<file path="src/rtl/sccb_pkg.sv">
`default_nettype none

package sccb_pkg;

	////////////////////////////////////////////////////////////////////////////
	// Frame type codes

	// First byte of every frame on the link
	typedef enum logic [7:0] {
		FRAME_APB_WRITE  = 8'hfb,
		FRAME_APB_READ   = 8'h1c,
		FRAME_COMP_DATA  = 8'hfd,
		FRAME_COMP_EMPTY = 8'hf7
	} frame_type_e;

	////////////////////////////////////////////////////////////////////////////
	// Word layouts

	// One link layer word, byte 0 in the low bits
	typedef struct packed {
		logic        start;
		logic        valid;
		logic        commit;
		logic        drop;
		logic [31:0] data;
	} ll_word_t;

	// Word 0 of a request frame
	// Packed MSB first, so the last field lands in byte 0
	typedef struct packed {
		logic [7:0] addr_b2;
		logic [7:0] addr_b3;
		logic [7:0] seq;
		logic [7:0] frame_type;
	} req_header_t;

	// Word 0 of a completion frame
	// Status for empty completions, data bytes 3 and 2 otherwise
	typedef struct packed {
		logic [15:0] status;
		logic [7:0]  seq;
		logic [7:0]  frame_type;
	} comp_header_t;

	// Same word, two views picked by the type byte
	typedef union packed {
		req_header_t  req;
		comp_header_t comp;
	} frame_header_u;

	////////////////////////////////////////////////////////////////////////////
	// Stage records

	// Decoded request, decoder to requester
	typedef struct packed {
		logic        write;
		logic [31:0] addr;
		logic [31:0] wdata;
	} apb_request_t;

	// Finished transaction, requester to encoder
	typedef struct packed {
		logic        has_data;
		logic        success;
		logic [31:0] data;
	} completion_t;

	// Received completion report
	typedef struct packed {
		logic        valid;
		logic        error;
		logic [31:0] data;
	} ack_t;

	// APB requester outputs
	typedef struct packed {
		logic        psel;
		logic        penable;
		logic        pwrite;
		logic [31:0] paddr;
		logic [31:0] pwdata;
		logic [3:0]  pstrb;
	} apb_out_t;

	// APB completer responses
	typedef struct packed {
		logic        pready;
		logic        pslverr;
		logic [31:0] prdata;
	} apb_in_t;

	// Outgoing completion word
	typedef struct packed {
		logic        start;
		logic        valid;
		logic [31:0] data;
	} comp_word_t;

	// Multi-byte fields go high byte first on the wire
	function automatic logic [15:0] swap_bytes(input logic [15:0] v);
		return {v[7:0], v[15:8]};
	endfunction

endpackage

`default_nettype wire

</file>
<file path="src/rtl/sccb_apb_requester.sv">
`default_nettype none

module sccb_apb_requester
	import sccb_pkg::*;
(
	input wire               rx_clk,
	input wire               arst_n,
	input wire apb_request_t req,
	input wire               req_valid,
	output logic             req_ready,
	output apb_out_t         apb_out,
	input wire apb_in_t      apb_in,
	output completion_t      cmp,
	output logic             cmp_valid,
	input wire               cmp_ready
);

	// Report also serves as idle once the completion is gone
	typedef enum logic [1:0] {
		ST_REPORT,
		ST_SETUP,
		ST_ACCESS
	} state_e;

	state_e       state;
	// Request under execution
	apb_request_t cur;
	logic         req_take;
	logic         apb_done;

	////////////////////////////////////////////////////////////////////////////
	// Handshakes

	// One transaction at a time, and only after the last report left
	assign req_ready = (state == ST_REPORT) && !cmp_valid;
	assign req_take  = req_valid && req_ready;

	// Access phase ends on the first ready
	assign apb_done = (state == ST_ACCESS) && apb_in.pready;

	////////////////////////////////////////////////////////////////////////////
	// Setup / access / report FSM

	always_ff @(posedge rx_clk or negedge arst_n) begin
		if (!arst_n) begin
			state     <= ST_REPORT;
			cmp_valid <= 1'b0;
		end else begin
			case (state)
				ST_REPORT: begin
					if (cmp_valid && cmp_ready)
						cmp_valid <= 1'b0;
					if (req_take)
						state <= ST_SETUP;
				end
				// Setup lasts exactly one cycle
				ST_SETUP: state <= ST_ACCESS;
				// Wait states until the completer is ready
				ST_ACCESS: begin
					if (apb_done) begin
						state     <= ST_REPORT;
						cmp_valid <= 1'b1;
					end
				end
				default: state <= ST_REPORT;
			endcase
		end
	end

	////////////////////////////////////////////////////////////////////////////
	// Request capture and completion record

	always_ff @(posedge rx_clk) begin
		if (req_take)
			cur <= req;

		if (apb_done) begin
			// Only a clean read returns data
			cmp.has_data <= !cur.write && !apb_in.pslverr;
			cmp.success  <= !apb_in.pslverr;
			cmp.data     <= apb_in.prdata;
		end
	end

	////////////////////////////////////////////////////////////////////////////
	// APB outputs

	always_comb begin
		apb_out.psel    = (state != ST_REPORT);
		apb_out.penable = (state == ST_ACCESS);
		apb_out.pwrite  = cur.write;
		apb_out.paddr   = cur.addr;
		apb_out.pwdata  = cur.wdata;
		// Full word writes, no strobes on reads
		apb_out.pstrb   = cur.write ? 4'hf : 4'h0;
	end

endmodule

`default_nettype wire

</file>
<file path="src/rtl/sccb_completion_encoder.sv">
`default_nettype none

module sccb_completion_encoder
	import sccb_pkg::*;
#(
	parameter int CREDIT_INIT = 2
) (
	input wire              rx_clk,
	input wire              arst_n,
	input wire completion_t cmp,
	input wire              cmp_valid,
	output logic            cmp_ready,
	input wire              credit_return,
	output comp_word_t      comp_out
);

	// Counter wide enough for the initial grant
	localparam int CW = (CREDIT_INIT < 1) ? 1 : $clog2(CREDIT_INIT + 1);

	typedef enum logic {
		ST_IDLE,
		ST_TAIL
	} state_e;

	state_e       state;
	logic [CW-1:0] credits;
	logic         take;

	// Completion being sent, for the second word
	completion_t  held;
	comp_header_t hdr_next;

	logic         out_start;
	logic         out_valid;
	logic [31:0]  out_data;

	////////////////////////////////////////////////////////////////////////////
	// Acceptance

	// New frame only between frames and with a credit in hand
	assign cmp_ready = (state == ST_IDLE) && (credits != '0);
	assign take      = cmp_valid && cmp_ready;

	// Word 0 of the frame for the completion on the input
	always_comb begin
		hdr_next.frame_type = cmp.has_data ? FRAME_COMP_DATA : FRAME_COMP_EMPTY;
		// Sequence number always zero
		hdr_next.seq        = 8'h00;
		if (cmp.has_data)
			hdr_next.status = swap_bytes(cmp.data[31:16]);
		else
			hdr_next.status = {15'd0, cmp.success};
	end

	////////////////////////////////////////////////////////////////////////////
	// Frame FSM and credits

	always_ff @(posedge rx_clk or negedge arst_n) begin
		if (!arst_n) begin
			state     <= ST_IDLE;
			credits   <= CW'(CREDIT_INIT);
			out_start <= 1'b0;
			out_valid <= 1'b0;
		end else begin
			out_start <= 1'b0;
			out_valid <= 1'b0;

			case (state)
				ST_IDLE: begin
					if (take) begin
						out_start <= 1'b1;
						out_valid <= 1'b1;
						// Data frames need a second word
						if (cmp.has_data)
							state <= ST_TAIL;
					end
				end
				ST_TAIL: begin
					out_valid <= 1'b1;
					state     <= ST_IDLE;
				end
				default: state <= ST_IDLE;
			endcase

			// Return and spend in one cycle cancel out
			case ({credit_return, take})
				2'b10:   credits <= credits + 1'b1;
				2'b01:   credits <= credits - 1'b1;
				default: credits <= credits;
			endcase
		end
	end

	////////////////////////////////////////////////////////////////////////////
	// Word data

	always_ff @(posedge rx_clk) begin
		if (take) begin
			held     <= cmp;
			out_data <= hdr_next;
		end else if (state == ST_TAIL) begin
			// Low data bytes, upper half zero
			out_data <= {16'h0000, swap_bytes(held.data[15:0])};
		end
	end

	assign comp_out = '{start: out_start, valid: out_valid, data: out_data};

endmodule

`default_nettype wire

</file>
<file path="src/rtl/sccb_frame_decoder.sv">
`default_nettype none

module sccb_frame_decoder
	import sccb_pkg::*;
(
	input wire               rx_clk,
	input wire               arst_n,
	input wire               link_up,
	input wire ll_word_t     ll_in,
	input wire               req_ready,
	output apb_request_t     req,
	output logic             req_valid,
	output ack_t             ack
);

	typedef enum logic [2:0] {
		ST_IDLE,
		ST_REQ_WORD,
		ST_WR_DATA,
		ST_AWAIT_COMMIT,
		ST_COMP_WORD
	} state_e;

	state_e       state;
	// Frame in flight is a completion, not a request
	logic         is_ack;

	// Assembly registers, filled word by word
	apb_request_t asm_req;
	logic         asm_ack_error;
	logic [31:0]  asm_ack_data;

	// Ack output registers
	logic         ack_valid;
	logic         ack_error;
	logic [31:0]  ack_data;

	frame_header_u hdr;
	frame_type_e   hdr_type;
	logic          word_ok;
	logic          commit_now;
	logic          load_req;
	logic          load_ack;

	////////////////////////////////////////////////////////////////////////////
	// Header view and commit decode

	assign hdr      = ll_in.data;
	assign hdr_type = frame_type_e'(hdr.req.frame_type);

	// Continuation word is good if present and not dropped
	assign word_ok = ll_in.valid && !ll_in.drop;

	// Drop wins over commit in the same cycle
	assign commit_now = link_up && (state == ST_AWAIT_COMMIT) && ll_in.commit && !ll_in.drop;

	// Request hold still full means the new request is lost
	assign load_req = commit_now && !is_ack && !req_valid;
	assign load_ack = commit_now && is_ack;

	////////////////////////////////////////////////////////////////////////////
	// Frame FSM

	always_ff @(posedge rx_clk or negedge arst_n) begin
		if (!arst_n) begin
			state     <= ST_IDLE;
			is_ack    <= 1'b0;
			req_valid <= 1'b0;
			ack_valid <= 1'b0;
		end else begin
			// Ack is a single cycle pulse
			ack_valid <= load_ack;

			// Hold empties on handoff, refills on commit
			if (load_req)
				req_valid <= 1'b1;
			else if (req_valid && req_ready)
				req_valid <= 1'b0;

			if (!link_up) begin
				// Link lost, abandon whatever was in progress
				state <= ST_IDLE;
			end else begin
				case (state)
					ST_IDLE: begin
						if (ll_in.start && ll_in.valid) begin
							case (hdr_type)
								FRAME_APB_WRITE, FRAME_APB_READ: begin
									is_ack <= 1'b0;
									state  <= ST_REQ_WORD;
								end
								FRAME_COMP_DATA: begin
									is_ack <= 1'b1;
									state  <= ST_COMP_WORD;
								end
								// Single word frame, straight to commit
								FRAME_COMP_EMPTY: begin
									is_ack <= 1'b1;
									state  <= ST_AWAIT_COMMIT;
								end
								// Unknown type, ignore the frame
								default: state <= ST_IDLE;
							endcase
						end
					end

					// Low address, maybe high write data
					ST_REQ_WORD: begin
						if (!word_ok)
							state <= ST_IDLE;
						else if (asm_req.write)
							state <= ST_WR_DATA;
						else
							state <= ST_AWAIT_COMMIT;
					end

					// Low write data
					ST_WR_DATA: begin
						if (!word_ok)
							state <= ST_IDLE;
						else
							state <= ST_AWAIT_COMMIT;
					end

					// Low completion data
					ST_COMP_WORD: begin
						if (!word_ok)
							state <= ST_IDLE;
						else
							state <= ST_AWAIT_COMMIT;
					end

					ST_AWAIT_COMMIT: begin
						if (ll_in.drop || ll_in.commit)
							state <= ST_IDLE;
					end

					default: state <= ST_IDLE;
				endcase
			end
		end
	end

	////////////////////////////////////////////////////////////////////////////
	// Field assembly

	always_ff @(posedge rx_clk) begin
		case (state)
			ST_IDLE: begin
				if (ll_in.start && ll_in.valid) begin
					asm_req.write       <= (hdr_type == FRAME_APB_WRITE);
					asm_req.addr[31:16] <= {hdr.req.addr_b3, hdr.req.addr_b2};
					// Reads carry no data
					asm_req.wdata       <= '0;
					asm_ack_data[15:0]  <= '0;
					if (hdr_type == FRAME_COMP_DATA)
						asm_ack_data[31:16] <= swap_bytes(hdr.comp.status);
					else
						asm_ack_data[31:16] <= '0;
					// Status 1 means success
					asm_ack_error <= (hdr_type == FRAME_COMP_EMPTY) && !hdr.comp.status[0];
				end
			end
			ST_REQ_WORD: begin
				asm_req.addr[15:0]   <= swap_bytes(ll_in.data[15:0]);
				asm_req.wdata[31:16] <= swap_bytes(ll_in.data[31:16]);
			end
			ST_WR_DATA: begin
				asm_req.wdata[15:0] <= swap_bytes(ll_in.data[15:0]);
			end
			ST_COMP_WORD: begin
				asm_ack_data[15:0] <= swap_bytes(ll_in.data[15:0]);
			end
			default: begin
			end
		endcase

		if (load_req)
			req <= asm_req;

		if (load_ack) begin
			ack_error <= asm_ack_error;
			ack_data  <= asm_ack_data;
		end
	end

	assign ack = '{valid: ack_valid, error: ack_error, data: ack_data};

endmodule

`default_nettype wire

</file>
<file path="src/rtl/sccb_rx_bridge.sv">
`default_nettype none

module sccb_rx_bridge
	import sccb_pkg::*;
#(
	parameter int CREDIT_INIT = 2
) (
	input wire           rx_clk,
	input wire           arst_n,
	input wire           link_up,
	input wire ll_word_t ll_in,
	input wire apb_in_t  apb_in,
	input wire           credit_return,
	output apb_out_t     apb_out,
	output ack_t         ack,
	output comp_word_t   comp_out
);

	// Decoder to requester
	apb_request_t req;
	logic         req_valid;
	logic         req_ready;

	// Requester to encoder
	completion_t  cmp;
	logic         cmp_valid;
	logic         cmp_ready;

	////////////////////////////////////////////////////////////////////////////
	// Link words in, requests and acks out

	sccb_frame_decoder i_sccb_frame_decoder (
		.rx_clk    (rx_clk),
		.arst_n    (arst_n),
		.link_up   (link_up),
		.ll_in     (ll_in),
		.req_ready (req_ready),
		.req       (req),
		.req_valid (req_valid),
		.ack       (ack)
	);

	// APB transaction per request
	sccb_apb_requester i_sccb_apb_requester (
		.rx_clk    (rx_clk),
		.arst_n    (arst_n),
		.req       (req),
		.req_valid (req_valid),
		.req_ready (req_ready),
		.apb_out   (apb_out),
		.apb_in    (apb_in),
		.cmp       (cmp),
		.cmp_valid (cmp_valid),
		.cmp_ready (cmp_ready)
	);

	// Completion frames out under credit
	sccb_completion_encoder #(
		.CREDIT_INIT (CREDIT_INIT)
	) i_sccb_completion_encoder (
		.rx_clk        (rx_clk),
		.arst_n        (arst_n),
		.cmp           (cmp),
		.cmp_valid     (cmp_valid),
		.cmp_ready     (cmp_ready),
		.credit_return (credit_return),
		.comp_out      (comp_out)
	);

endmodule

`default_nettype wire

</file>
<file path="config.mk">
export PLATFORM = sky130hd
export DESIGN_NAME = sccb_rx_bridge
export DESIGN_NICKNAME = d
export VERILOG_FILES = /design/src/rtl/sccb_pkg.sv /design/src/rtl/sccb_apb_requester.sv /design/src/rtl/sccb_completion_encoder.sv /design/src/rtl/sccb_frame_decoder.sv /design/src/rtl/sccb_rx_bridge.sv
export SDC_FILE = /design/constraint.sdc
export NUM_CORES = 1
export LEC_CHECK = 0
export ABC_AREA = 0
export BUFFER_PORTS_ARGS = -buffer_cell sky130_fd_sc_hd__buf_4
export CAP_MARGIN = 30
export CORE_AREA = 5 5 191 193
export CTS_CLUSTER_SIZE = 25
export DETAILED_ROUTE_END_ITERATION = 6
export DIE_AREA = 0 0 196 198
export RECOVER_POWER = 25
export SYNTH_ARGS = -nofsm -noshare
export SYNTH_HDL_FRONTEND = slang
export SYNTH_SLANG_ARGS = --single-unit
export TNS_END_PERCENT = 100
</file>
<file path="constraint.sdc">
create_clock -name rx_clk -period 17.45 [get_ports rx_clk]
set_clock_uncertainty 0.15 [all_clocks]
set_input_delay 1.745 -clock rx_clk [delete_from_list [all_inputs] [get_ports rx_clk]]
set_output_delay 1.745 -clock rx_clk [all_outputs]
set_load 0.02 [all_outputs]
</file>
* Word-level counts from Yosys, hierarchy flattened
Index checks and enable logic that the tools add are counted.
** Cells by class
- Multiplexer cells :: 34
- Reduce and logical (&&, ||, !) cells :: 46
- Magnitude comparators :: 0
- $mul :: 0
- Div/mod/pow operators :: 0
- Eq/ne operators :: 18
- Shift-type cells :: 0
- $add $sub $neg :: 2
- Bitwise gates (word level) :: 1
** Operator list (count)
- two-way mux 32 bit :: 3
- case mux 16 bit (2 select lines) :: 3
- two-way mux 16 bit :: 2
- == test 8 bit (second input constant) :: 3
- nonzero test 2 bit :: 10
- logical AND 1 bit :: 15
- two-way mux 3 bit :: 4
- case mux 3 bit (4 select lines) :: 1
- AND reduction 2 bit :: 6
- two-way mux 1 bit :: 9
- case mux 3 bit (3 select lines) :: 1
- == test 8 x 5 -> 1 bit (second input constant) :: 1
- two-way mux 4 bit :: 2
- inequality test 2 x 1 -> 1 bit (second input constant) :: 4
- case mux 1 bit (2 select lines) :: 4
- zero test 1 bit :: 7
- == test 3 x 2 -> 1 bit (second input constant) :: 2
- two-way mux 2 bit :: 3
- case mux 2 bit (3 select lines) :: 1
- OR reduction 2 bit :: 3
- == test 2 x 1 -> 1 bit (second input constant) :: 2
- == test 2 bit (second input constant) :: 2
- case mux 2 bit (2 select lines) :: 1
- AND reduction 4 bit :: 1
- 11 further kinds :: 11
** Word-level totals
- Memories kept :: 0
- Word-level logic and storage cells :: 133
- Bits in read-only memories :: 0
- Output and inout bits :: 139
- Memory bits (writable) :: 0
- Latch bits :: 0
- Register bits after elaboration :: 357

* Depth between registers and ports, before layout
- Word-level depth :: 7
- Mapped depth :: 8
- Gate-level depth less buffers :: 6

* Hierarchy
From an unflattened synthesis, not the netlist that was laid out.
** Second synthesis, totals
- Cells, all modules :: 569
- Area, all modules :: 11975.2 sq um
** Modules (own cells, without submodules)
- sccb_frame_decoder :: cells an instance 332, area an instance 6875.3 sq um, times used 1
- sccb_apb_requester :: cells an instance 121, area an instance 3166.8 sq um, times used 1
- sccb_completion_encoder :: cells an instance 116, area an instance 1933.1 sq um, times used 1

* Worst setup path before layout
OpenSTA, ideal clock, no wires.
- Path type :: register -> register
- Start :: register i_sccb_apb_requester.state[0]
- End :: register i_sccb_apb_requester.cur (netlist bit i_sccb_apb_requester.apb_out[10]), enable pin
- Cell stages (with the launch flop) :: 3
- Path slack :: 11.499 ns
- Setup time :: 0.570 ns
- Arrival time :: 5.230 ns
- Cells stage by stage :: dfrtp_1 -> or2_2 -> nor3_1
** Between the ends
- Longest elaborated chain between the ends :: 3
** RTL lines
- from (decl) :: line sccb_apb_requester.sv:25 : state_e state;
- from (signal assigned) :: line sccb_apb_requester.sv:46 : state <= ST_REPORT;
- from (signal assigned) :: line sccb_apb_requester.sv:54 : state <= ST_SETUP;
- from (signal assigned) :: line sccb_apb_requester.sv:57 : ST_SETUP: state <= ST_ACCESS;
- zero test 2 bit :: line sccb_apb_requester.sv:35 : assign req_ready = (state == ST_REPORT) && !cmp_valid;
- logical AND 1 bit :: line sccb_apb_requester.sv:35
- logical AND 1 bit :: line sccb_apb_requester.sv:36 : assign req_take = req_valid && req_ready;
- named net i_sccb_apb_requester.req_take :: line sccb_apb_requester.sv:28 : logic req_take;
- to (signal assigned) :: line sccb_apb_requester.sv:75 : cur <= req;
- to (decl) :: line sccb_apb_requester.sv:27 : apb_request_t cur;
The timed path passes the listed nets, and every way through them passes these cells.
A chain may end at the register's enable or synchronous reset.

==> flow_metrics.env <==
export IMPL_cts_resized=0
export IMPL_htree_levels=2
export IMPL_yosys_area_top_type="edfxtp_1"
export IMPL_synthTopCellsByArea="edfxtp_1 (85%), and2_1 (3.6%), dfrtp_1 (2.7%), dfxtp_1 (1.3%), and3_1 (0.79%)"
export IMPL_maxSlewViolCount=0
export IMPL_cp_arrival_ns=1.45
export IMPL_fin_ws_ns=14.11
export IMPL_total_power_w=0.00208
export IMPL_nets=879
export IMPL_cp_end_kind="primary output"
export IMPL_yosys_warnings=0
export IMPL_syn_nets=645
export IMPL_fin_crit_sh_pct=19.1
export IMPL_path_clk_slew_ns=0.06
export IMPL_first_pass_iters=4
export IMPL_cts_setup_buffers=0
export IMPL_n_antenna_cell=0
export IMPL_core_area_um2=34400
export IMPL_routed_wl_um=23100
export IMPL_max_slew_worst_pin_slew_ns=0.990
export IMPL_utilization_pct=44.0
export IMPL_rows=68
export IMPL_ctsHoldBuffers=0
export IMPL_cts_buffers_inserted=37
export IMPL_grt_pass1_vias=5591
export IMPL_die_width_um=196
export IMPL_cp_max_fo=4
export IMPL_syn_inst=570
export IMPL_wire_per_inst_um=17.9
export IMPL_seq_area_frac_synth_pct=88.9
export IMPL_leakagePower_nw=5.55
export IMPL_slew_headroom_pct=33.7
export IMPL_cts_root_buffer="clkbuf_16"
export IMPL_vdd_drop_max_mv=0.0726
export IMPL_crit_path_start_kind="register"
export IMPL_dieArea_um2=38800
export IMPL_fmax_mhz=299
export IMPL_period_needed_ns=3.34
export IMPL_cap_violations=0
export IMPL_synth_ff_type="edfxtp_1"
export IMPL_drive_above_1_share_pct=33.5
export IMPL_cts_tree="done"
export IMPL_syn_to_final_growth_pct=27.1
export IMPL_vias=5502
export IMPL_drt_iter0_drc=319
export IMPL_fill_cells=3049
export IMPL_grt_max_degree=67
export IMPL_track_usage_pct=11.5
export IMPL_syn_avg_cell_area_um2=20.9
export IMPL_synth_async_reset_ratio_pct=3.92
export IMPL_ys_ff_latch=357
export IMPL_clock_path_buffers=3
export IMPL_die_y_um=198
export IMPL_dp_hpwl_um=15200
export IMPL_yosysTopAreaCellShare_pct=84.6
export IMPL_yosysUniqueCellTypes=48
export IMPL_path_class="register to primary output"
export IMPL_place_ws_ns=13.48
export IMPL_drc=0
export IMPL_cts_num_sinks=357
export IMPL_r2r_slack_ns=14.56
export IMPL_ant_nets=0
export IMPL_grt_ovfl_total=0
export IMPL_pin_count=213
export IMPL_setup_violations_final=0
export IMPL_synth_cell_area_um2=11900
export IMPL_min_path_type="register to register"
export IMPL_timing_final_hold_violations=0
export IMPL_vias_per_cell=4.28
export IMPL_crit_required_ns=15.55
export IMPL_gp_congestion=0.710
export IMPL_start_util_pct=34.6
export IMPL_status="finished, final reports clean"
export IMPL_port_buffers=212
export IMPL_powerDensity_nw_per_um2=138
export IMPL_timing_setup_tns_ns=0
export IMPL_rsz0062_at_grt="false"
export IMPL_grt_pass1_wl_um=34000
export IMPL_synth_edf_count=335
export IMPL_clk_latency_ns=0.53
export IMPL_antenna_found_initial=0
==> stage by stage <==
stage	instances	cell area (um2)	hold WS, ns
floorplan	570	11900	0.250
global placement	1218	14000	0.251
detailed placement	1220	14000	0.255
CTS	1287	15100	0.259
global route	1287	15100	0.268
finish	1287	15100	0.263
==> cells by family (layout without fill, tap and decap cells) <==
group / Yosys count / after routing / share of synthesized area [%]
xor+xnor: 5 / 5 / 0.368
fa+ha+maj: 1 / 1 / 0.105
flops: 357 / 357 / 88.9
simple gates: 150 / 150 / 7.50
compound gates: 18 / 18 / 1.06
mux: 9 / 9 / 0.758
buf+inv: 30 / 292 / 1.29
==> Yosys cell counts (all sizes together), types with 2 or more instances <==
| master | instances |
|---|---|
| a21o | 2 |
| inv | 7 |
| dfxtp | 8 |
| edfxtp | 335 |
| xnor2 | 3 |
| nor4b | 3 |
| nand4 | 2 |
| nor3b | 2 |
| nand2 | 16 |
| nor3 | 4 |
| nor2b | 3 |
| dfrtp | 13 |
| mux2i | 9 |
| xor2 | 2 |
| buf | 16 |
| or2 | 3 |
| o21ai | 6 |
| nor4 | 2 |
| nand2b | 5 |
| and3 | 15 |
| nor2 | 18 |
| clkbuf | 7 |
| and2 | 69 |
==> registers in the layout, indices dropped and copies added, names as in the netlist, 2 cells and up <==
signal	cells
i_sccb_apb_requester.apb_out	65
i_sccb_frame_decoder.asm_ack_data	32
i_sccb_frame_decoder.req	65
i_sccb_frame_decoder.state	3
i_sccb_frame_decoder.ack_data	32
i_sccb_apb_requester.cmp	34
i_sccb_frame_decoder.asm_req	65
i_sccb_completion_encoder.held	16
i_sccb_completion_encoder.out_data	32
i_sccb_apb_requester.state	2
i_sccb_completion_encoder.credits	2
==> metal layers <==
metal  share of wire [%]  global-route usage [%]  vias up
met5                   0                       0        -
met4                 3.0                    4.45        0
met3                 6.1                    3.23       41
met2                  49                    19.0      152
met1                  42                    14.7     2692
li1                    -                       -     2617
==> path summary, 6_finish.rpt <==
path | cells after the start | start | to
max reg2reg | 4 | i_sccb_completion_encoder.state | i_sccb_completion_encoder.out_data[21]
min | 0 | i_sccb_frame_decoder.asm_req[21] | i_sccb_frame_decoder.req[21]
max in group asynchronous | 1 | arst_n | i_sccb_frame_decoder.state[1]
min in group asynchronous | 1 | arst_n | i_sccb_completion_encoder.out_valid
max | 2 | i_sccb_apb_requester.state[0] | apb_out[70]
min reg2reg | 0 | i_sccb_frame_decoder.asm_req[21] | i_sccb_frame_decoder.req[21]
==> final cells by class <==
| cell class | instances | area, um2 | area share [%] |
|---|---|---|---|
| clock buffer | 47 | 963 | 6.38 |
| clock inverter | 20 | 123 | 0.812 |
| inverter | 7 | 26.3 | 0.174 |
| multi-input combinational | 183 | 1190 | 7.91 |
| sequential | 357 | 10600 | 70.0 |
| tap | 455 | 569 | 3.77 |
| timing repair buffer | 218 | 1660 | 11.0 |
==> critical path, stage by stage, from the launching register on <==
cell     delay [ns]
dfrtp_1        0.40
or2_2          0.35
buf_4          0.18
==> where the power goes <==
| part | switching, W | total, W | leakage (nW) | internal [W] |
|---|---|---|---|---|
| registers | 0.0000357 | 0.00109 | 3.35 | 0.00105 |
| logic | 0.000184 | 0.000293 | 1.66 | 0.000109 |
| clock network | 0.000311 | 0.000706 | 0.529 | 0.000395 |
==> placed cells by master, fill, tap and decap left out, types with 8 or more instances in the layout <==
| cell | instances |
|---|---|
| clkbuf_1 | 11 |
| nand2_1 | 16 |
| nor2_1 | 15 |
| dfrtp_1 | 13 |
| dfxtp_1 | 8 |
| buf_4 | 199 |
| clkbuf_4 | 16 |
| edfxtp_1 | 335 |
| clkbuf_16 | 37 |
| and2_1 | 68 |
| mux2i_1 | 9 |
| and3_1 | 15 |
(Power assumes the default switching activity.)
